**config.mk**
```make
export PLATFORM = sky130hd
export DESIGN_NAME = delay_top
export DESIGN_NICKNAME = d
export VERILOG_FILES = /design/src/verilog/delay_pkg.sv /design/src/verilog/i2s_receiver.sv /design/src/verilog/delay_line.sv /design/src/verilog/delay_scan.sv /design/src/verilog/delay_top.sv
export SDC_FILE = /design/constraint.sdc
export NUM_CORES = 1
export LEC_CHECK = 0
export BUFFER_PORTS_ARGS = -buffer_cell sky130_fd_sc_hd__buf_2
export CAP_MARGIN = 20
export CORE_MARGIN = 4
export CORE_UTILIZATION = 35
export CTS_CLUSTER_SIZE = 14
export DETAILED_ROUTE_END_ITERATION = 6
export MAX_ROUTING_LAYER = met4
export PLACE_DENSITY_LB_ADDON = 0.12
export SYNTH_ARGS = -nofsm -noshare
export SYNTH_HDL_FRONTEND = slang
export SYNTH_SLANG_ARGS = --single-unit
```
**constraint.sdc**
```tcl
create_clock -name i_clk -period 3.1 [get_ports i_clk]
set_clock_uncertainty 0.2 [all_clocks]
set_input_delay 0.31 -clock i_clk [delete_from_list [all_inputs] [get_ports i_clk]]
set_output_delay 0.31 -clock i_clk [all_outputs]
set_load 0.005 [all_outputs]
```
**src/verilog/delay_pkg.sv**
```systemverilog
`default_nettype none

package delay_pkg;

    // ####################
    // sizes of the tap subsystem

    // one audio word as it comes off the I2S line
    localparam int SAMPLE_BITS = 16;

    // ring length, kept a power of two so the index wraps by its own width
    localparam int BUFFER_LENGTH = 32;

    // the lag window swept after every new sample
    localparam int DELTA_START = 4;
    localparam int DELTA_LAST = 12;

    // the far tap lies this many samples behind the near tap
    localparam int TAP_SPACING = 8;

    // ####################
    // shared types

    typedef logic signed [SAMPLE_BITS-1:0] sample_t;

    typedef logic [$clog2(BUFFER_LENGTH)-1:0] ptr_t;

    typedef logic [$clog2(DELTA_LAST + 1)-1:0] delta_t;

endpackage

`default_nettype wire

```
**src/verilog/i2s_receiver.sv**
```systemverilog
`default_nettype none

module i2s_receiver
    import delay_pkg::*;
(
    input  logic    i_clk,
    input  logic    i_rst,
    input  logic    i_bclk,
    input  logic    i_lrck,
    input  logic    i_sdata,
    output sample_t o_sample,
    output logic    o_sample_valid
);

    // counts the skipped I2S bit plus the data bits of one word
    typedef logic [$clog2(SAMPLE_BITS + 2)-1:0] bit_cnt_t;

    logic [1:0] bclk_sync;
    logic [1:0] lrck_sync;
    logic [1:0] sdata_sync;
    logic       bclk_prev;
    logic       lrck_prev;
    logic       bclk_rise;
    logic       lrck_rise;
    logic       lrck_fall;
    logic       bit_take;
    bit_cnt_t   bit_cnt;
    logic [1:0] done_pipe;
    sample_t    shift_reg;

    // ####################
    // synchronizers and edge detect

    always_ff @(posedge i_clk or posedge i_rst) begin
        if (i_rst) begin
            bclk_sync  <= '0;
            lrck_sync  <= '0;
            sdata_sync <= '0;
            bclk_prev  <= 1'b0;
            lrck_prev  <= 1'b0;
        end else begin
            bclk_sync  <= {bclk_sync[0], i_bclk};
            lrck_sync  <= {lrck_sync[0], i_lrck};
            sdata_sync <= {sdata_sync[0], i_sdata};
            bclk_prev  <= bclk_sync[1];
            lrck_prev  <= lrck_sync[1];
        end
    end

    assign bclk_rise = bclk_sync[1] & ~bclk_prev;
    assign lrck_rise = lrck_sync[1] & ~lrck_prev;
    assign lrck_fall = ~lrck_sync[1] & lrck_prev;

    // left half only, and stop once the word is complete
    assign bit_take = bclk_rise && !lrck_sync[1] && (bit_cnt <= bit_cnt_t'(SAMPLE_BITS));

    // ####################
    // deserializer

    always_ff @(posedge i_clk or posedge i_rst) begin
        if (i_rst) begin
            // parked at the end so nothing is captured before the first left half
            bit_cnt        <= bit_cnt_t'(SAMPLE_BITS + 1);
            done_pipe      <= '0;
            o_sample_valid <= 1'b0;
        end else begin
            if (lrck_fall) begin
                bit_cnt <= '0;
            end else if (bit_take) begin
                bit_cnt <= bit_cnt + 1'b1;
            end
            done_pipe      <= {done_pipe[0], lrck_rise};
            o_sample_valid <= done_pipe[1];
        end
    end

    // bit 0 of the count is the one-bit I2S delay and is thrown away
    always_ff @(posedge i_clk) begin
        if (bit_take && bit_cnt != '0) begin
            shift_reg <= {shift_reg[SAMPLE_BITS-2:0], sdata_sync[1]};
        end
        if (done_pipe[1]) begin
            o_sample <= shift_reg;
        end
    end

endmodule

`default_nettype wire

```
**src/verilog/delay_line.sv**
```systemverilog
`default_nettype none

module delay_line
    import delay_pkg::*;
(
    input  logic    i_clk,
    input  logic    i_rst,
    input  logic    i_start,
    input  logic    i_scan_start,
    input  logic    i_sample_valid,
    input  sample_t i_sample,
    input  delta_t  i_delta,
    output sample_t o_near_tap,
    output sample_t o_far_tap
);

    typedef enum logic [1:0] {
        S_IDLE,
        S_FILL,
        S_SCAN
    } state_t;

    state_t  state;
    state_t  state_next;
    ptr_t    pointer;
    ptr_t    near_idx;
    ptr_t    far_idx;
    logic    write_en;
    sample_t ring [BUFFER_LENGTH];

    // ####################
    // state and write pointer

    always_comb begin
        state_next = state;
        case (state)
            S_IDLE: begin
                if (i_start) begin
                    state_next = S_FILL;
                end
            end
            S_FILL: begin
                if (i_scan_start) begin
                    state_next = S_SCAN;
                end
            end
            default: begin
                state_next = state;
            end
        endcase
    end

    assign write_en = i_sample_valid && (state != S_IDLE);

    always_ff @(posedge i_clk or posedge i_rst) begin
        if (i_rst) begin
            state   <= S_IDLE;
            pointer <= '0;
        end else begin
            state <= state_next;
            if (state == S_IDLE) begin
                pointer <= '0;
            end else if (write_en) begin
                // wraps modulo BUFFER_LENGTH through the pointer width
                pointer <= pointer + 1'b1;
            end
        end
    end

    // ####################
    // sample ring

    // the ring is wiped every cycle while idle so a new fill starts from zeros
    always_ff @(posedge i_clk) begin
        if (state == S_IDLE) begin
            for (int i = 0; i < BUFFER_LENGTH; i++) begin
                ring[i] <= '0;
            end
        end else if (write_en) begin
            ring[pointer] <= i_sample;
        end
    end

    // ####################
    // tap reads

    // after the last write the pointer sits on the oldest sample,
    // so the smallest lag reads the oldest entry
    assign near_idx = pointer + ptr_t'(i_delta) - ptr_t'(DELTA_START);
    assign far_idx  = near_idx - ptr_t'(TAP_SPACING);

    always_ff @(posedge i_clk or posedge i_rst) begin
        if (i_rst) begin
            o_near_tap <= '0;
            o_far_tap  <= '0;
        end else if (state == S_SCAN) begin
            o_near_tap <= ring[near_idx];
            o_far_tap  <= ring[far_idx];
        end
    end

endmodule

`default_nettype wire

```
**src/verilog/delay_scan.sv**
```systemverilog
`default_nettype none

module delay_scan
    import delay_pkg::*;
(
    input  logic   i_clk,
    input  logic   i_rst,
    input  logic   i_start,
    input  logic   i_sample_valid,
    output logic   o_scan_start,
    output delta_t o_delta,
    output delta_t o_tap_delta,
    output logic   o_tap_valid,
    output logic   o_scanning
);

    typedef enum logic [1:0] {
        S_IDLE,
        S_FILL,
        S_SCAN
    } state_t;

    state_t state;
    ptr_t   fill_cnt;
    logic   sweep_active;

    // ####################
    // fill counter

    always_ff @(posedge i_clk or posedge i_rst) begin
        if (i_rst) begin
            state        <= S_IDLE;
            fill_cnt     <= '0;
            o_scan_start <= 1'b0;
        end else begin
            o_scan_start <= 1'b0;
            case (state)
                S_IDLE: begin
                    if (i_start) begin
                        state    <= S_FILL;
                        fill_cnt <= '0;
                    end
                end
                S_FILL: begin
                    if (i_sample_valid) begin
                        if (fill_cnt == ptr_t'(BUFFER_LENGTH - 1)) begin
                            state        <= S_SCAN;
                            o_scan_start <= 1'b1;
                        end else begin
                            fill_cnt <= fill_cnt + 1'b1;
                        end
                    end
                end
                default: begin
                    state <= state;
                end
            endcase
        end
    end

    assign o_scanning = (state == S_SCAN);

    // ####################
    // lag sweep

    // the sweep steps one lag per cycle and the sample that fills the ring starts none
    always_ff @(posedge i_clk or posedge i_rst) begin
        if (i_rst) begin
            sweep_active <= 1'b0;
            o_delta      <= delta_t'(DELTA_START);
        end else if (sweep_active) begin
            if (o_delta == delta_t'(DELTA_LAST)) begin
                sweep_active <= 1'b0;
            end else begin
                o_delta <= o_delta + 1'b1;
            end
        end else if (state == S_SCAN && i_sample_valid) begin
            sweep_active <= 1'b1;
            o_delta      <= delta_t'(DELTA_START);
        end
    end

    // one register to line up with the buffer read
    always_ff @(posedge i_clk or posedge i_rst) begin
        if (i_rst) begin
            o_tap_valid <= 1'b0;
            o_tap_delta <= '0;
        end else begin
            o_tap_valid <= sweep_active;
            o_tap_delta <= o_delta;
        end
    end

endmodule

`default_nettype wire

```
**src/verilog/delay_top.sv**
```systemverilog
`default_nettype none

module delay_top
    import delay_pkg::*;
(
    input  logic    i_clk,
    input  logic    i_rst,
    input  logic    i_bclk,
    input  logic    i_lrck,
    input  logic    i_sdata,
    input  logic    i_start,
    output delta_t  o_delta,
    output sample_t o_near_tap,
    output sample_t o_far_tap,
    output logic    o_tap_valid,
    output logic    o_scanning
);

    sample_t sample;
    logic    sample_valid;
    logic    scan_start;
    delta_t  delta;

    i2s_receiver u_i2s_receiver (
        .i_clk          (i_clk),
        .i_rst          (i_rst),
        .i_bclk         (i_bclk),
        .i_lrck         (i_lrck),
        .i_sdata        (i_sdata),
        .o_sample       (sample),
        .o_sample_valid (sample_valid)
    );

    delay_scan u_delay_scan (
        .i_clk          (i_clk),
        .i_rst          (i_rst),
        .i_start        (i_start),
        .i_sample_valid (sample_valid),
        .o_scan_start   (scan_start),
        .o_delta        (delta),
        .o_tap_delta    (o_delta),
        .o_tap_valid    (o_tap_valid),
        .o_scanning     (o_scanning)
    );

    delay_line u_delay_line (
        .i_clk          (i_clk),
        .i_rst          (i_rst),
        .i_start        (i_start),
        .i_scan_start   (scan_start),
        .i_sample_valid (sample_valid),
        .i_sample       (sample),
        .i_delta        (delta),
        .o_near_tap     (o_near_tap),
        .o_far_tap      (o_far_tap)
    );

endmodule

`default_nettype wire

```
---- Word level (Yosys, flattened, before mapping) ----
Memories as Yosys holds them, arrays and structs flattened. A register that Yosys moved wholly into a read port is not among the register bits.
Cells that the tools add are included.
storage, ports and cells
  flip-flop bits (word level) ............. 73
  RAM bits ................................ 512
  input bits .............................. 6
  output and inout port bits .............. 38
  word-level logic and storage cells ...... 98
  memories ................................ 1
memory list
  memory             depth  width  read ports  clocked after Yosys merged registers in  write ports  line              RTL
  u_delay_line.ring  32     16     2           2                                        32           delay_line.sv:29  sample_t ring [BUFFER_LENGTH];
operators by class
  add/sub/neg operators ................... 7
  order comparisons ....................... 1
  eq/ne operators ......................... 13
  muxes and demuxes ....................... 31
  bitwise operators ....................... 6
  reduce and logical (&&, ||, !) cells .... 20
operators with widths
  cell                 number
  $mux 5               8
  $mux 16              1
  $reduce_or 16->1     1
  $add 5x1->5 const B  3
  $mux 1               12
  $mux 4               3
  $ne 2x2->1 const B   6
  $reduce_bool 2->1    6
  $pmux 5 s2           1
  $mux 2               4
  $pmux 2 s2           2
  $reduce_and 4->1     2
  $add 5x4->5          1
  $eq 5x5->1 const B   1
  $le 5x5->1 const B   1
  $logic_and 1x1->1    5
  $reduce_bool 5->1    1
  $sub 5x3->5 const B  1
  $sub 5x4->5 const B  1
  $add 4x1->4 const B  1
  $eq 2x1->1 const B   2
  $eq 2x2->1 const B   2
  $eq 4x4->1 const B   1
  $logic_not 2->1      2
  other kinds (6)      10

---- Longest topological paths before layout ----
Gate-level depths: netlist of the first run.
  depth in word-level cells ............... 7
  depth in mapped cells ................... 12
  mapped depth without buffers ............ 9

---- By module ----
From an unflattened synthesis of the first run, not the netlist that was laid out.
unflattened totals
  cell total of the unflattened synthesis .. 1870
  area total of the unflattened synthesis .. 28019.4 µm²
by module, submodules not included
  module        instances  cells each  area an instance (µm²)  seq. area each (µm²)
  delay_line    1          1717        25620.8                 16350.7
  i2s_receiver  1          85          1596.5                  1363.8
  delay_scan    1          68          802.0                   451.7

---- Least setup slack after synthesis of the first run ----
Ideal clock, no wire load.
  path type ............................... register to register
  start ................................... register u_delay_scan.o_delta[1]
  end ..................................... register u_delay_line.o_near_tap[4], read port of u_delay_line.ring
  setup time .............................. 0.126 ns
  arrival time ............................ 3.003 ns
  required time ........................... 2.774 ns
  path slack .............................. -0.229 ns
  cell stages (with the launch flop) ...... 11
  path buffers ............................ 3
  period minus slack after synthesis ...... 3.329 ns
  cells stage by stage .................... dfrtp_1 -> ha_1 -> ha_1 -> fa_1 -> buf_2 -> buf_4 -> clkbuf_1 -> mux4_2 -> mux2i_1 -> mux2i_1 -> a221o_1
between the ends
  cells in the longest elaborated chain, start to end .. 2
RTL lines
  item                    line              RTL
  start, declared         delay_scan.sv:11  output delta_t o_delta,
  start signal, assigned  delay_scan.sv:70  o_delta <= delta_t'(DELTA_START);
  start signal, assigned  delay_scan.sv:75  o_delta <= o_delta + 1'b1;
  start signal, assigned  delay_scan.sv:79  o_delta <= delta_t'(DELTA_START);
  $add 5x4->5             delay_line.sv:89  assign near_idx = pointer + ptr_t'(i_delta) - ptr_t'(DELTA_START);
  $sub 5x3->5             delay_line.sv:89
  end, declared           delay_line.sv:13  output sample_t o_near_tap,
No other way between the ends.
A chain may end at the register's enable or synchronous reset.

---- Worst setup path in the final report of the first run ----
  start ................................... register u_delay_line.pointer[1]
  end ..................................... register u_delay_line.o_near_tap[14], read port of u_delay_line.ring
between the ends
  cells in the longest elaborated chain, start to end .. 2
RTL lines
  item                    line              RTL
  start, declared         delay_line.sv:25  ptr_t pointer;
  start signal, assigned  delay_line.sv:65  pointer <= pointer + 1'b1;
  $add 5x4->5             delay_line.sv:89
  $sub 5x3->5             delay_line.sv:89
No other way between the ends.

==> impl_metrics.py, run 1 <==
metrics = {
    "synthesis": {
        "syn_avg_cell_area_um2": 14.9,
        "async_flop_share_pct": 11.8,
        "yosys_warnings": 0,
        "synth_seq_cells": 617,
        "synthFlopType": "edfxtp_1",
        "synth_top_area_share_pct": 58.6,
        "synth_area_mm2": 0.0279,
        "synth.largest_area_cell": "edfxtp_1",
        "yosys.cell_types.count": 50,
        "synth_area_leaders": "edfxtp_1 (59%), and2_1 (12%), mux4_2 (8.2%), dfrtp_1 (6.3%), mux2i_1 (3.8%)",
        "yosysSeqAreaShare_pct": 65.1,
        "syn_inst": 1875,
        "synth_edf_count": 544,
        "synth_fp_nets": 1899,
    },
    "timing": {
        "setup_tns_ps": -12710,
        "drv_slew": 0,
        "worst_hold_slack_ps": 135,
        "post-route-period-util_pct": 114,
        "setup_slack_ps": -438,
        "setup_viol": 32,
        "rsz0062_at_grt": "yes",
        "slew_headroom_pct": 32.1,
        "timing.fmax_mhz": 283,
        "fin_crit_ps": 3540,
        "hold_violations": 0,
        "worstMarginPinSlew_ps": 1010,
    },
    "global_route": {
        "grt_max_degree": 37,
        "gr-usage-met1_pct": 28.1,
        "antenna_found_initial": 3,
        "grt_pass1_vias": 16700,
        "grtUsageMet3_pct": 3.36,
        "grt_usage_pct": 20.4,
        "grt.met2_usage_pct": 32.1,
        "grt_remaining_overflow": 0,
        "top_usage_layer": "met2",
        "grt_pass1_wl_um": 122000,
    },
    "layout": {
        "area_growth_pct": 21.1,
        "largest_reg_flops": 512,
        "regMostFlops": "u_delay_line.ring",
        "postLayoutCoreUtil_pct": 42.8,
        "drive_above_1_share_pct": 27.5,
        "layout.nets": 2084,
        "stdcell_area_mm2": 0.0338,
    },
    "critical_path": {
        "critPathMaxFanout": 7,
        "crit_path_start": "u_delay_line.pointer[1]$_DFFE_PP0P_",
        "crit_path_end_kind": "flop",
        "cp_cell_sequence": "ha_4 > ha_4 > fa_4 > buf_12 > buf_16 > buf_6 > mux4_2 > mux2i_1 > buf_4 > a21oi_1 > a221o_1",
        "r2r_setup_slack_ps": -440,
        "crit_family": "adder cells",
        "cpPeakStageDelay_ps": 850,
        "cpMostUsedCell": "ha_4",
        "crit_path_end": "u_delay_line.o_near_tap[14]$_DFFE_PP0N_",
        "r2r-end": "u_delay_line.o_near_tap[14]$_DFFE_PP0N_",
        "r2r_cells": 11,
        "cp_slowest_cell": "fa_4",
        "cp.required_ps": 3390,
        "worstPathArrival_ps": 3830,
        "cp_num_buf_inv": 4,
        "crit_path_start_kind": "flop",
        "criticalPathCategory": "reg2reg",
        "cp.depth": 11,
        "r2r-start": "u_delay_line.pointer[1]$_DFFE_PP0P_",
    },
    "clock_tree": {
        "cts_made_buffers": 72,
        "cts-root-buf": "clkbuf_16",
        "clk_pin_slew_ps": 60,
        "clkLatencyLatePin_ps": 610,
        "cts_max_path_buffers": 3,
        "cts_tree": "yes",
        "cts-htree-levels": 3,
        "cts.sinks": 617,
    },
    "placed_design": {
        "gp_congestion": 0.833,
        "port_buffers": 43,
        "hpwl_um": 51900,
        "place_area_mm2": 0.0305,
    },
    "power": {
        "powerDensity_mw_per_mm2": 841,
        "power_w": 0.0284,
        "leakage_nw": 12.5,
        "ir_drop_v": 0.000464,
    },
    "outcome": {
        "status": "finished, violations left",
        "violations": "antenna rules, setup timing",
    },
    "hold_path": {
        "hold_path_class": "reg2reg",
    },
    "detailed_routing": {
        "vias_per_cell": 5.17,
        "dr.pass1.iters": 5,
        "ant_nets": 1,
        "vias": 16400,
        "wl_per_cell_um": 26.5,
        "wl_um": 83900,
        "drc": 0,
        "drt_iter0_markers": 1439,
    },
    "floorplan": {
        "die_area_mm2": 0.0843,
        "die_x_um": 290,
        "dieHeight_um": 290,
        "core_area_mm2": 0.0790,
        "initial_core_util_pct": 35.3,
        "std_cell_rows": 103,
        "num_io_pins": 44,
    },
    "flow_run": {
        "maxCapViolCount": 0,
    },
}
-- synth_stat cells, types with 15 or more instances --
library cell / n
edfxtp_1: 544
nand4_1: 15
a221o_1: 31
mux2i_1: 106
a211oi_1: 21
inv_1: 17
a21oi_1: 43
clkbuf_1: 116
nand3_1: 15
dfrtp_1: 70
nor2_1: 67
mux4_2: 102
ha_1: 17
mux2_2: 18
o21ai_0: 46
and2_1: 515
buf_2: 21
a22oi_1: 26
-- layout make-up --
type | count | area (um2)
Fill cell | 7081 | 45200
Clock buffer | 95 | 1930
Tap cell | 1050 | 1310
Inverter | 20 | 76.3
Multi-Input combinational cell | 1085 | 9540
Timing Repair Buffer | 264 | 2390
Clock inverter | 30 | 369
Sequential cell | 617 | 18200
Antenna cell | 5 | 12.5
-- per-layer routing --
layer / vias up / share of wire [%]
li1: 7296 / -
met1: 8503 / 45
met2: 469 / 47
met3: 112 / 5.7
met4: 0 / 2.2
met5: - / 0
-- timing repair --
item,in CTS,in global routing
hold buffers,5,0
endpoints found under the hold margin,39,0
cloned,6,0
pin swaps,42,25
setup endpoints to repair,32,32
gates resized for setup,117,41
buffers inserted,16,2
-- where the power goes --
part | internal (W) | total [W] | leakage, nW | switching, W
clock | 0.00498 | 0.00844 | 1.12 | 0.00346
sequential | 0.00931 | 0.00943 | 6.10 | 0.000127
combinational | 0.00478 | 0.0105 | 5.32 | 0.00575
-- worst min path at each step --
stage / from / end / slack [ps] / cells after the start
floorplan: u_i2s_receiver.bclk_sync[0]$_DFF_PP0_ / u_i2s_receiver.bclk_sync[1]$_DFF_PP0_ / 130 / 0
global placement: u_i2s_receiver.sdata_sync[0]$_DFF_PP0_ / u_i2s_receiver.sdata_sync[1]$_DFF_PP0_ / 130 / 0
detailed placement: u_i2s_receiver.done_pipe[0]$_DFF_PP0_ / u_i2s_receiver.done_pipe[1]$_DFF_PP0_ / 130 / 0
CTS: i_bclk / u_i2s_receiver.bclk_sync[0]$_DFF_PP0_ / 100 / 2
global route: i_lrck / u_i2s_receiver.lrck_sync[0]$_DFF_PP0_ / 120 / 2
finish: u_i2s_receiver.bclk_sync[0]$_DFF_PP0_ / u_i2s_receiver.bclk_sync[1]$_DFF_PP0_ / 130 / 0
-- metrics by stage --
| step | setup WS, ps | instances |
|---|---|---|
| global route | -526 | 3161 |
| global placement | -721 | 3008 |
| floorplan | -1.02 | 1875 |
| detailed placement | -733 | 3012 |
| finish | -438 | 3166 |
| CTS | -494 | 3160 |
-- logic make-up after synthesis --
| kind of cell | after synthesis | share of synthesized area [%] |
|---|---|---|
| simple gates | 648 | 13.8 |
| fa+ha+maj | 18 | 0.834 |
| compound gates | 181 | 4.38 |
| mux | 226 | 12.8 |
| buf+inv | 173 | 2.69 |
| flops | 617 | 65.1 |
| xor+xnor | 12 | 0.404 |
-- layout by cell type, fill, tap and decap left out, types with 6 or more instances in the layout --
| master | Yosys | final |
|---|---|---|
| o21ai_1 | 6 | 34 |
| clkbuf_1 | 116 | 20 |
| mux2_4 | 0 | 17 |
| a211oi_1 | 21 | 16 |
| buf_4 | 6 | 167 |
| clkinv_1 | 0 | 9 |
| mux2i_2 | 0 | 11 |
| nand3_1 | 15 | 15 |
| clkinv_2 | 0 | 7 |
| o21ai_2 | 1 | 10 |
| nor2_2 | 1 | 7 |
| a22oi_2 | 0 | 19 |
| a21oi_1 | 43 | 21 |
| edfxtp_1 | 544 | 544 |
| o21ai_0 | 46 | 6 |
| nand4_1 | 15 | 15 |
| buf_6 | 7 | 14 |
| buf_2 | 21 | 43 |
| dfrtp_1 | 70 | 70 |
| nand2_1 | 14 | 14 |
| clkbuf_16 | 0 | 73 |
| a22oi_1 | 26 | 7 |
| a21oi_2 | 0 | 22 |
| a221o_1 | 31 | 31 |
| buf_12 | 0 | 25 |
| ha_1 | 17 | 13 |
| inv_1 | 17 | 14 |
| and2_1 | 515 | 515 |
| bufinv_16 | 0 | 7 |
| mux4_2 | 102 | 102 |
| nor2_1 | 67 | 57 |
| mux2i_1 | 106 | 90 |
Note: power is estimated with default switching activity, not from simulation.
==> inputs of run 2 (changes only) <==
--- a/config.mk
+++ b/config.mk
@@ -13,6 +13,8 @@
 export DETAILED_ROUTE_END_ITERATION = 6
 export MAX_ROUTING_LAYER = met4
 export PLACE_DENSITY_LB_ADDON = 0.12
+export RECOVER_POWER = 100
+export SLEW_MARGIN = 20
 export SYNTH_ARGS = -nofsm -noshare
 export SYNTH_HDL_FRONTEND = slang
 export SYNTH_SLANG_ARGS = --single-unit
==> constraint.sdc (replaced) <==
create_clock -name i_clk -period 4.1 [get_ports i_clk]
set_clock_uncertainty 0.2 [all_clocks]
set_input_delay 0.41 -clock i_clk [delete_from_list [all_inputs] [get_ports i_clk]]
set_output_delay 0.41 -clock i_clk [all_outputs]
set_load 0.005 [all_outputs]
==> run 2 against run 1 <==
Compared with the run above:
- the run ends with capacitance limit, slew limit left
- core utilization shrank 2.4 points
- critical path type unchanged
- largest cell class unchanged
- critical endpoint is now u_delay_line.o_far_tap[9]$_DFFE_PP0N_
- setup slack gained 570 ps
- critical path depth is the same
- global-route usage shrank 0.36 points
- clock-buffer cell count is the same
- clock power shrank 28%
- die area is the same
- combinational power shrank 39%
- worst hold slack gained 14 ps
- wire length shrank 1.1%
==> impl_metrics.py, run 2 (synthesis gave the netlist of run 1 again) <==
metrics = {
    "placed_design": {
        "hpwl_um": 51800,
        "gp_congestion": 0.821,
        "placedCellCount": 2940,
        "place_area_mm2": 0.0299,
        "port_buffers": 43,
    },
    "layout": {
        "n_fill_cell": 7276,
        "multiInputGateArea_mm2": 0.00902,
        "largest_reg_flops": 512,
        "stdcell_area_mm2": 0.0319,
        "area_growth_pct": 14.4,
        "final_cell_mix": "edfxtp_1 (544), and2_0 (283), and2_1 (232), mux2i_1 (106), mux4_2 (102)",
        "ff_latch_area_mm2": 0.0182,
        "mostFrequentLayoutCell": "edfxtp_1",
        "regMostFlops": "u_delay_line.ring",
        "drive_above_1_share_pct": 15.5,
        "fin_cells": 3081,
        "layout.nets": 1997,
    },
    "power": {
        "power_w": 0.0197,
        "leakage_nw": 11.2,
        "ir_drop_v": 0.000291,
        "powerDensity_mw_per_mm2": 616,
        "combPwrFrac_pct": 32.6,
        "clkPwrFrac_pct": 31.0,
        "intPower_w": 0.0131,
        "p_sw_share_pct": 33.4,
        "sequentialPowerShare_pct": 36.5,
        "p_switching_w": 0.00656,
    },
    "hold_path": {
        "worstHoldStart": "u_i2s_receiver.done_pipe[0]$_DFF_PP0_",
        "hold_path_class": "reg2reg",
    },
    "timing": {
        "timing.fmax_mhz": 252,
        "post-route-period-util_pct": 96.9,
        "rsz0062_at_grt": "no",
        "setup_tns_ps": 0,
        "worstMarginPinSlew_ps": 2290,
        "slew_headroom_pct": -53.6,
        "hold_violations": 0,
        "drv_slew": 86,
        "fin_crit_ps": 3970,
        "setup_viol": 0,
    },
    "clock_tree": {
        "clk_pin_slew_ps": 60,
        "cts_tree": "yes",
        "post_cts_resized": 0,
        "cts-htree-levels": 3,
        "cts_max_path_buffers": 3,
        "cts-root-buf": "clkbuf_16",
        "cts.sinks": 617,
        "cts_made_buffers": 71,
        "clkLatencyLatePin_ps": 610,
    },
    "global_route": {
        "grt_remaining_overflow": 0,
        "antenna_found_initial": 4,
        "grt_usage_pct": 20.1,
        "grt_max_degree": 40,
        "grt_pass1_wl_um": 120000,
        "grt_pass1_vias": 16600,
    },
    "critical_path": {
        "cpMostUsedCell": "inv_1",
        "criticalPathCategory": "reg2reg",
        "crit_family": "adder cells",
        "cpPeakStageDelay_ps": 1020,
        "cp_num_buf_inv": 4,
        "worstPathArrival_ps": 4260,
        "crit_path_start_kind": "flop",
        "crit_path_start": "u_delay_scan.o_delta[2]$_DFFE_PP1P_",
        "cp_cell_sequence": "inv_1 > ha_1 > inv_1 > fa_4 > clkbuf_1 > buf_12 > mux4_2 > mux2_1 > o21ai_0 > a21oi_1 > a221o_1",
        "cp_slowest_cell": "fa_4",
        "crit_path_end_kind": "flop",
        "critPathMaxFanout": 20,
        "r2r-start": "u_delay_scan.o_delta[2]$_DFFE_PP1P_",
        "cp.required_ps": 4390,
    },
    "floorplan": {
        "die_x_um": 290,
        "initial_core_util_pct": 35.3,
        "die_area_mm2": 0.0843,
        "dieHeight_um": 290,
        "core_area_mm2": 0.0790,
        "std_cell_rows": 103,
        "num_io_pins": 44,
    },
    "detailed_routing": {
        "dr.pass1.iters": 6,
        "drt_iter0_markers": 1599,
        "ant_nets": 0,
        "vias": 16000,
        "drc": 0,
        "wl_per_cell_um": 26.9,
        "wl_um": 83000,
        "vias_per_cell": 5.20,
    },
    "outcome": {
        "status": "finished, violations left",
        "violations": "capacitance limit, slew limit",
    },
    "flow_run": {
        "maxCapViolCount": 3,
    },
}
## run 2: cell count changes in the layout (fill, tap and decap cells not counted), sizes merged
| cell | before | now |
|---|---|---|
| diode | 5 | 3 |
| clkinv | 18 | 28 |
| bufinv | 7 | 2 |
| buf | 259 | 88 |
| inv | 24 | 21 |
| clkbuf | 95 | 180 |
| clkinvlp | 1 | 2 |
## run 2: metrics by stage
step | util [%] | worst slack [ps] | hold slack, ps
floorplan | - | 771 | 131
global placement | 37.8 | 79.6 | 135
detailed placement | 37.9 | 91.4 | 137
CTS | 40.7 | 64.7 | 151
global route | 40.4 | 43.8 | 164
finish | 40.4 | 128 | 149
## run 2: path summary, 6_finish.rpt
path                                                          to  slack, ps  cells after the start
hold / removal             u_i2s_receiver.done_pipe[1]$_DFF_PP0_        150                      0
setup / recovery           u_delay_line.o_far_tap[9]$_DFFE_PP0N_        130                     11
setup reg to reg           u_delay_line.o_far_tap[9]$_DFFE_PP0N_        130                     11
max in group asynchronous  u_delay_scan.o_tap_delta[1]$_DFF_PP0_        790                      4
min in group asynchronous    u_delay_line.pointer[1]$_DFFE_PP0P_        740                      3
hold reg to reg            u_i2s_receiver.done_pipe[1]$_DFF_PP0_        150                      0
## run 2: timing repair
action | 4_1_cts | 5_1_grt
endpoints found under the setup margin | 0 | 5
setup buffers | 0 | 3
hold buffers | 5 | 0
hold endpoints to repair | 43 | 0
## run 2: metal layers
metal / global-route usage, % / vias to the layer above / wire [um]
li1: - / 7100 / -
met1: 27.2 / 8367 / 36700
met2: 31.3 / 458 / 39100
met3: 4.07 / 107 / 5480
met4: 4.93 / 0 / 1810
met5: - / - / 0
## run 2: power groups by stage
stage                     Combinational [W]  Clock, W  Sequential (W)
final                               0.00640   0.00609         0.00717
after global routing                0.00676   0.00649         0.00719
after CTS                           0.00649   0.00623         0.00716
after detailed placement            0.00647         0         0.00729
after global placement              0.00645         0         0.00728
after floorplan                     0.00385         0         0.00724
## run 2: area by class of cell
| class | instances | share of cell area, % |
|---|---|---|
| multi-input cells | 1085 | 28.3 |
| well taps | 1050 | 4.12 |
| diodes | 3 | 0.0235 |
| inverters | 20 | 0.239 |
| flip-flops and latches | 617 | 56.9 |
| clock inverters | 33 | 0.670 |
| repair buffers | 178 | 3.59 |
| clock buffers | 95 | 6.20 |
==> inputs of run 3 (changes only) <==
--- a/config.mk
+++ b/config.mk
@@ -12,8 +12,7 @@
 export CTS_CLUSTER_SIZE = 14
 export DETAILED_ROUTE_END_ITERATION = 6
 export MAX_ROUTING_LAYER = met4
-export PLACE_DENSITY_LB_ADDON = 0.12
-export RECOVER_POWER = 100
+export PLACE_DENSITY_LB_ADDON = 0.3
 export SLEW_MARGIN = 20
 export SYNTH_ARGS = -nofsm -noshare
 export SYNTH_HDL_FRONTEND = slang
==> run 3 against run 2 <==
Compared with the run above:
- setup slack got worse by 39 ps
- first-iteration DRC count rose by 7.2%
- largest cell class unchanged
- the flow now finishes without violations
- cell area rose by 0.42%
- non-clock buffer count fell by 28
- critical endpoint is now u_delay_line.o_near_tap[11]$_DFFE_PP0N_
- combinational power fell by 5.2%
==> impl_metrics.py, run 3 (synthesis gave the netlist of run 1 again) <==
metrics = {
    "floorplan": {
        "core_area_mm2": 0.0790,
        "dieHeight_um": 290,
        "initial_core_util_pct": 35.3,
        "die_x_um": 290,
        "num_io_pins": 44,
        "std_cell_rows": 103,
        "die_area_mm2": 0.0843,
    },
    "timing": {
        "worstMarginPinSlew_ps": 1020,
        "drv_slew": 0,
        "setup_tns_ps": 0,
        "slew_headroom_pct": 32.1,
        "worst_hold_slack_ps": 147,
        "rsz0062_at_grt": "no",
        "hold_violations": 0,
        "post-route-period-util_pct": 97.8,
        "setup_viol": 0,
        "fin_crit_ps": 4010,
        "timing.fmax_mhz": 249,
    },
    "clock_tree": {
        "clk_pin_slew_ps": 60,
        "cts_max_path_buffers": 3,
        "cts-htree-levels": 3,
        "clkLatencyLatePin_ps": 610,
        "cts-root-buf": "clkbuf_16",
        "cts_tree": "yes",
        "post_cts_resized": 0,
        "cts.sinks": 617,
        "cts_made_buffers": 70,
    },
    "detailed_routing": {
        "ant_nets": 0,
        "vias_per_cell": 5.32,
        "wl_per_cell_um": 25.6,
        "vias": 16200,
        "dr.pass1.iters": 6,
        "wl_um": 78200,
        "drt_iter0_markers": 1714,
        "drc": 0,
    },
    "critical_path": {
        "cp_num_buf_inv": 2,
        "critPathMaxFanout": 19,
        "r2r_cells": 9,
        "cpPeakStageDelay_ps": 870,
        "cp.required_ps": 4380,
        "crit_family": "adder cells",
        "crit_path_start_kind": "flop",
        "crit_path_end_kind": "flop",
        "cp.depth": 9,
        "cp_cell_sequence": "ha_1 > ha_2 > fa_4 > buf_12 > buf_12 > mux4_2 > mux2i_1 > a21oi_1 > a221o_1",
        "cpMostUsedCell": "buf_12",
        "cp_slowest_cell": "fa_4",
        "criticalPathCategory": "reg2reg",
        "worstPathArrival_ps": 4290,
    },
    "global_route": {
        "grt_remaining_overflow": 0,
        "grt_max_degree": 58,
        "grt_pass1_vias": 16500,
        "grt_pass1_wl_um": 115000,
        "grt_usage_pct": 18.9,
        "antenna_found_initial": 4,
    },
    "layout": {
        "drive_above_1_share_pct": 20.2,
        "final_cell_mix": "edfxtp_1 (544), and2_1 (515), mux2i_1 (106), mux4_2 (102), buf_4 (90)",
        "n_fill_cell": 7145,
        "mostFrequentLayoutCell": "edfxtp_1",
        "largest_reg_flops": 512,
        "layout.nets": 1968,
        "area_growth_pct": 14.9,
        "regMostFlops": "u_delay_line.ring",
    },
    "placed_design": {
        "gp_congestion": 0.893,
        "hpwl_um": 49600,
        "port_buffers": 43,
    },
    "power": {
        "combPwrFrac_pct": 31.3,
        "p_switching_w": 0.00630,
        "powerDensity_mw_per_mm2": 605,
        "p_sw_share_pct": 32.4,
        "clkPwrFrac_pct": 31.8,
        "sequentialPowerShare_pct": 36.9,
        "leakage_nw": 11.7,
        "ir_drop_v": 0.000365,
        "intPower_w": 0.0131,
    },
    "outcome": {
        "status": "completed",
    },
    "hold_path": {
        "worstHoldPathCells": 0,
        "hold_path_class": "reg2reg",
    },
    "flow_run": {
        "maxCapViolCount": 0,
    },
}
==> run 3: path summary, 6_finish.rpt <==
path / to / slack (ps) / startpoint
setup / recovery: u_delay_line.o_near_tap[11]$_DFFE_PP0N_ / 90 / u_delay_scan.o_delta[1]$_DFFE_PP0P_
hold / removal: u_i2s_receiver.done_pipe[1]$_DFF_PP0_ / 150 / u_i2s_receiver.done_pipe[0]$_DFF_PP0_
setup reg to reg: u_delay_line.o_near_tap[11]$_DFFE_PP0N_ / 90 / u_delay_scan.o_delta[1]$_DFFE_PP0P_
hold reg to reg: u_i2s_receiver.done_pipe[1]$_DFF_PP0_ / 150 / u_i2s_receiver.done_pipe[0]$_DFF_PP0_
max in group asynchronous: u_i2s_receiver.bit_cnt[0]$_DFFE_PP1P_ / 2540 / i_rst
min in group asynchronous: u_delay_line.o_near_tap[9]$_DFFE_PP0N_ / 290 / i_rst
==> run 3: power by group through the flow <==
stage	clock network (W)	logic, W	registers (W)
after global routing	0.00653	0.00638	0.00719
after floorplan	0	0.00385	0.00724
after detailed placement	0	0.00603	0.00730
after CTS	0.00627	0.00606	0.00717
after global placement	0	0.00596	0.00728
final	0.00617	0.00607	0.00717
==> run 3: cell type report <==
| class | instances | area, um2 | share of cell area, % |
|---|---|---|---|
| antenna | 1 | 2.50 | 0.00781 |
| clock buffer | 91 | 1890 | 5.91 |
| clock inverter | 37 | 342 | 1.07 |
| inverter | 20 | 77.6 | 0.242 |
| multi-input combinational | 1085 | 9090 | 28.4 |
| sequential | 617 | 18200 | 56.7 |
| tap | 1050 | 1310 | 4.10 |
| timing repair buffer | 150 | 1170 | 3.66 |
==> run 3: per-layer routing <==
layer / up-vias / wire (um) / GRT usage (%)
met1: 8463 / 33800 / 25.8
li1: 7053 / - / -
met3: 116 / 5640 / 4.04
met4: 0 / 1990 / 5.05
met2: 591 / 36800 / 28.9
met5: - / 0 / -
==> run 3: what timing repair did <==
action                                 CTS  global route
endpoints found under the hold margin   51             0
hold buffers                             5             0
buffers inserted                         0             0
==> run 3: metrics by stage <==
step	cells	util, %	power [W]	instance area (um2)	setup slack (ps)
detailed placement	2917	37.7	0.0133	29800	182
CTS	3050	40.6	0.0195	32000	172
global placement	2916	37.6	0.0132	29700	201
global route	3051	40.6	0.0201	32100	76.5
finish	3051	40.6	0.0194	32100	89.2
floorplan	1875	-	0.0111	27900	771
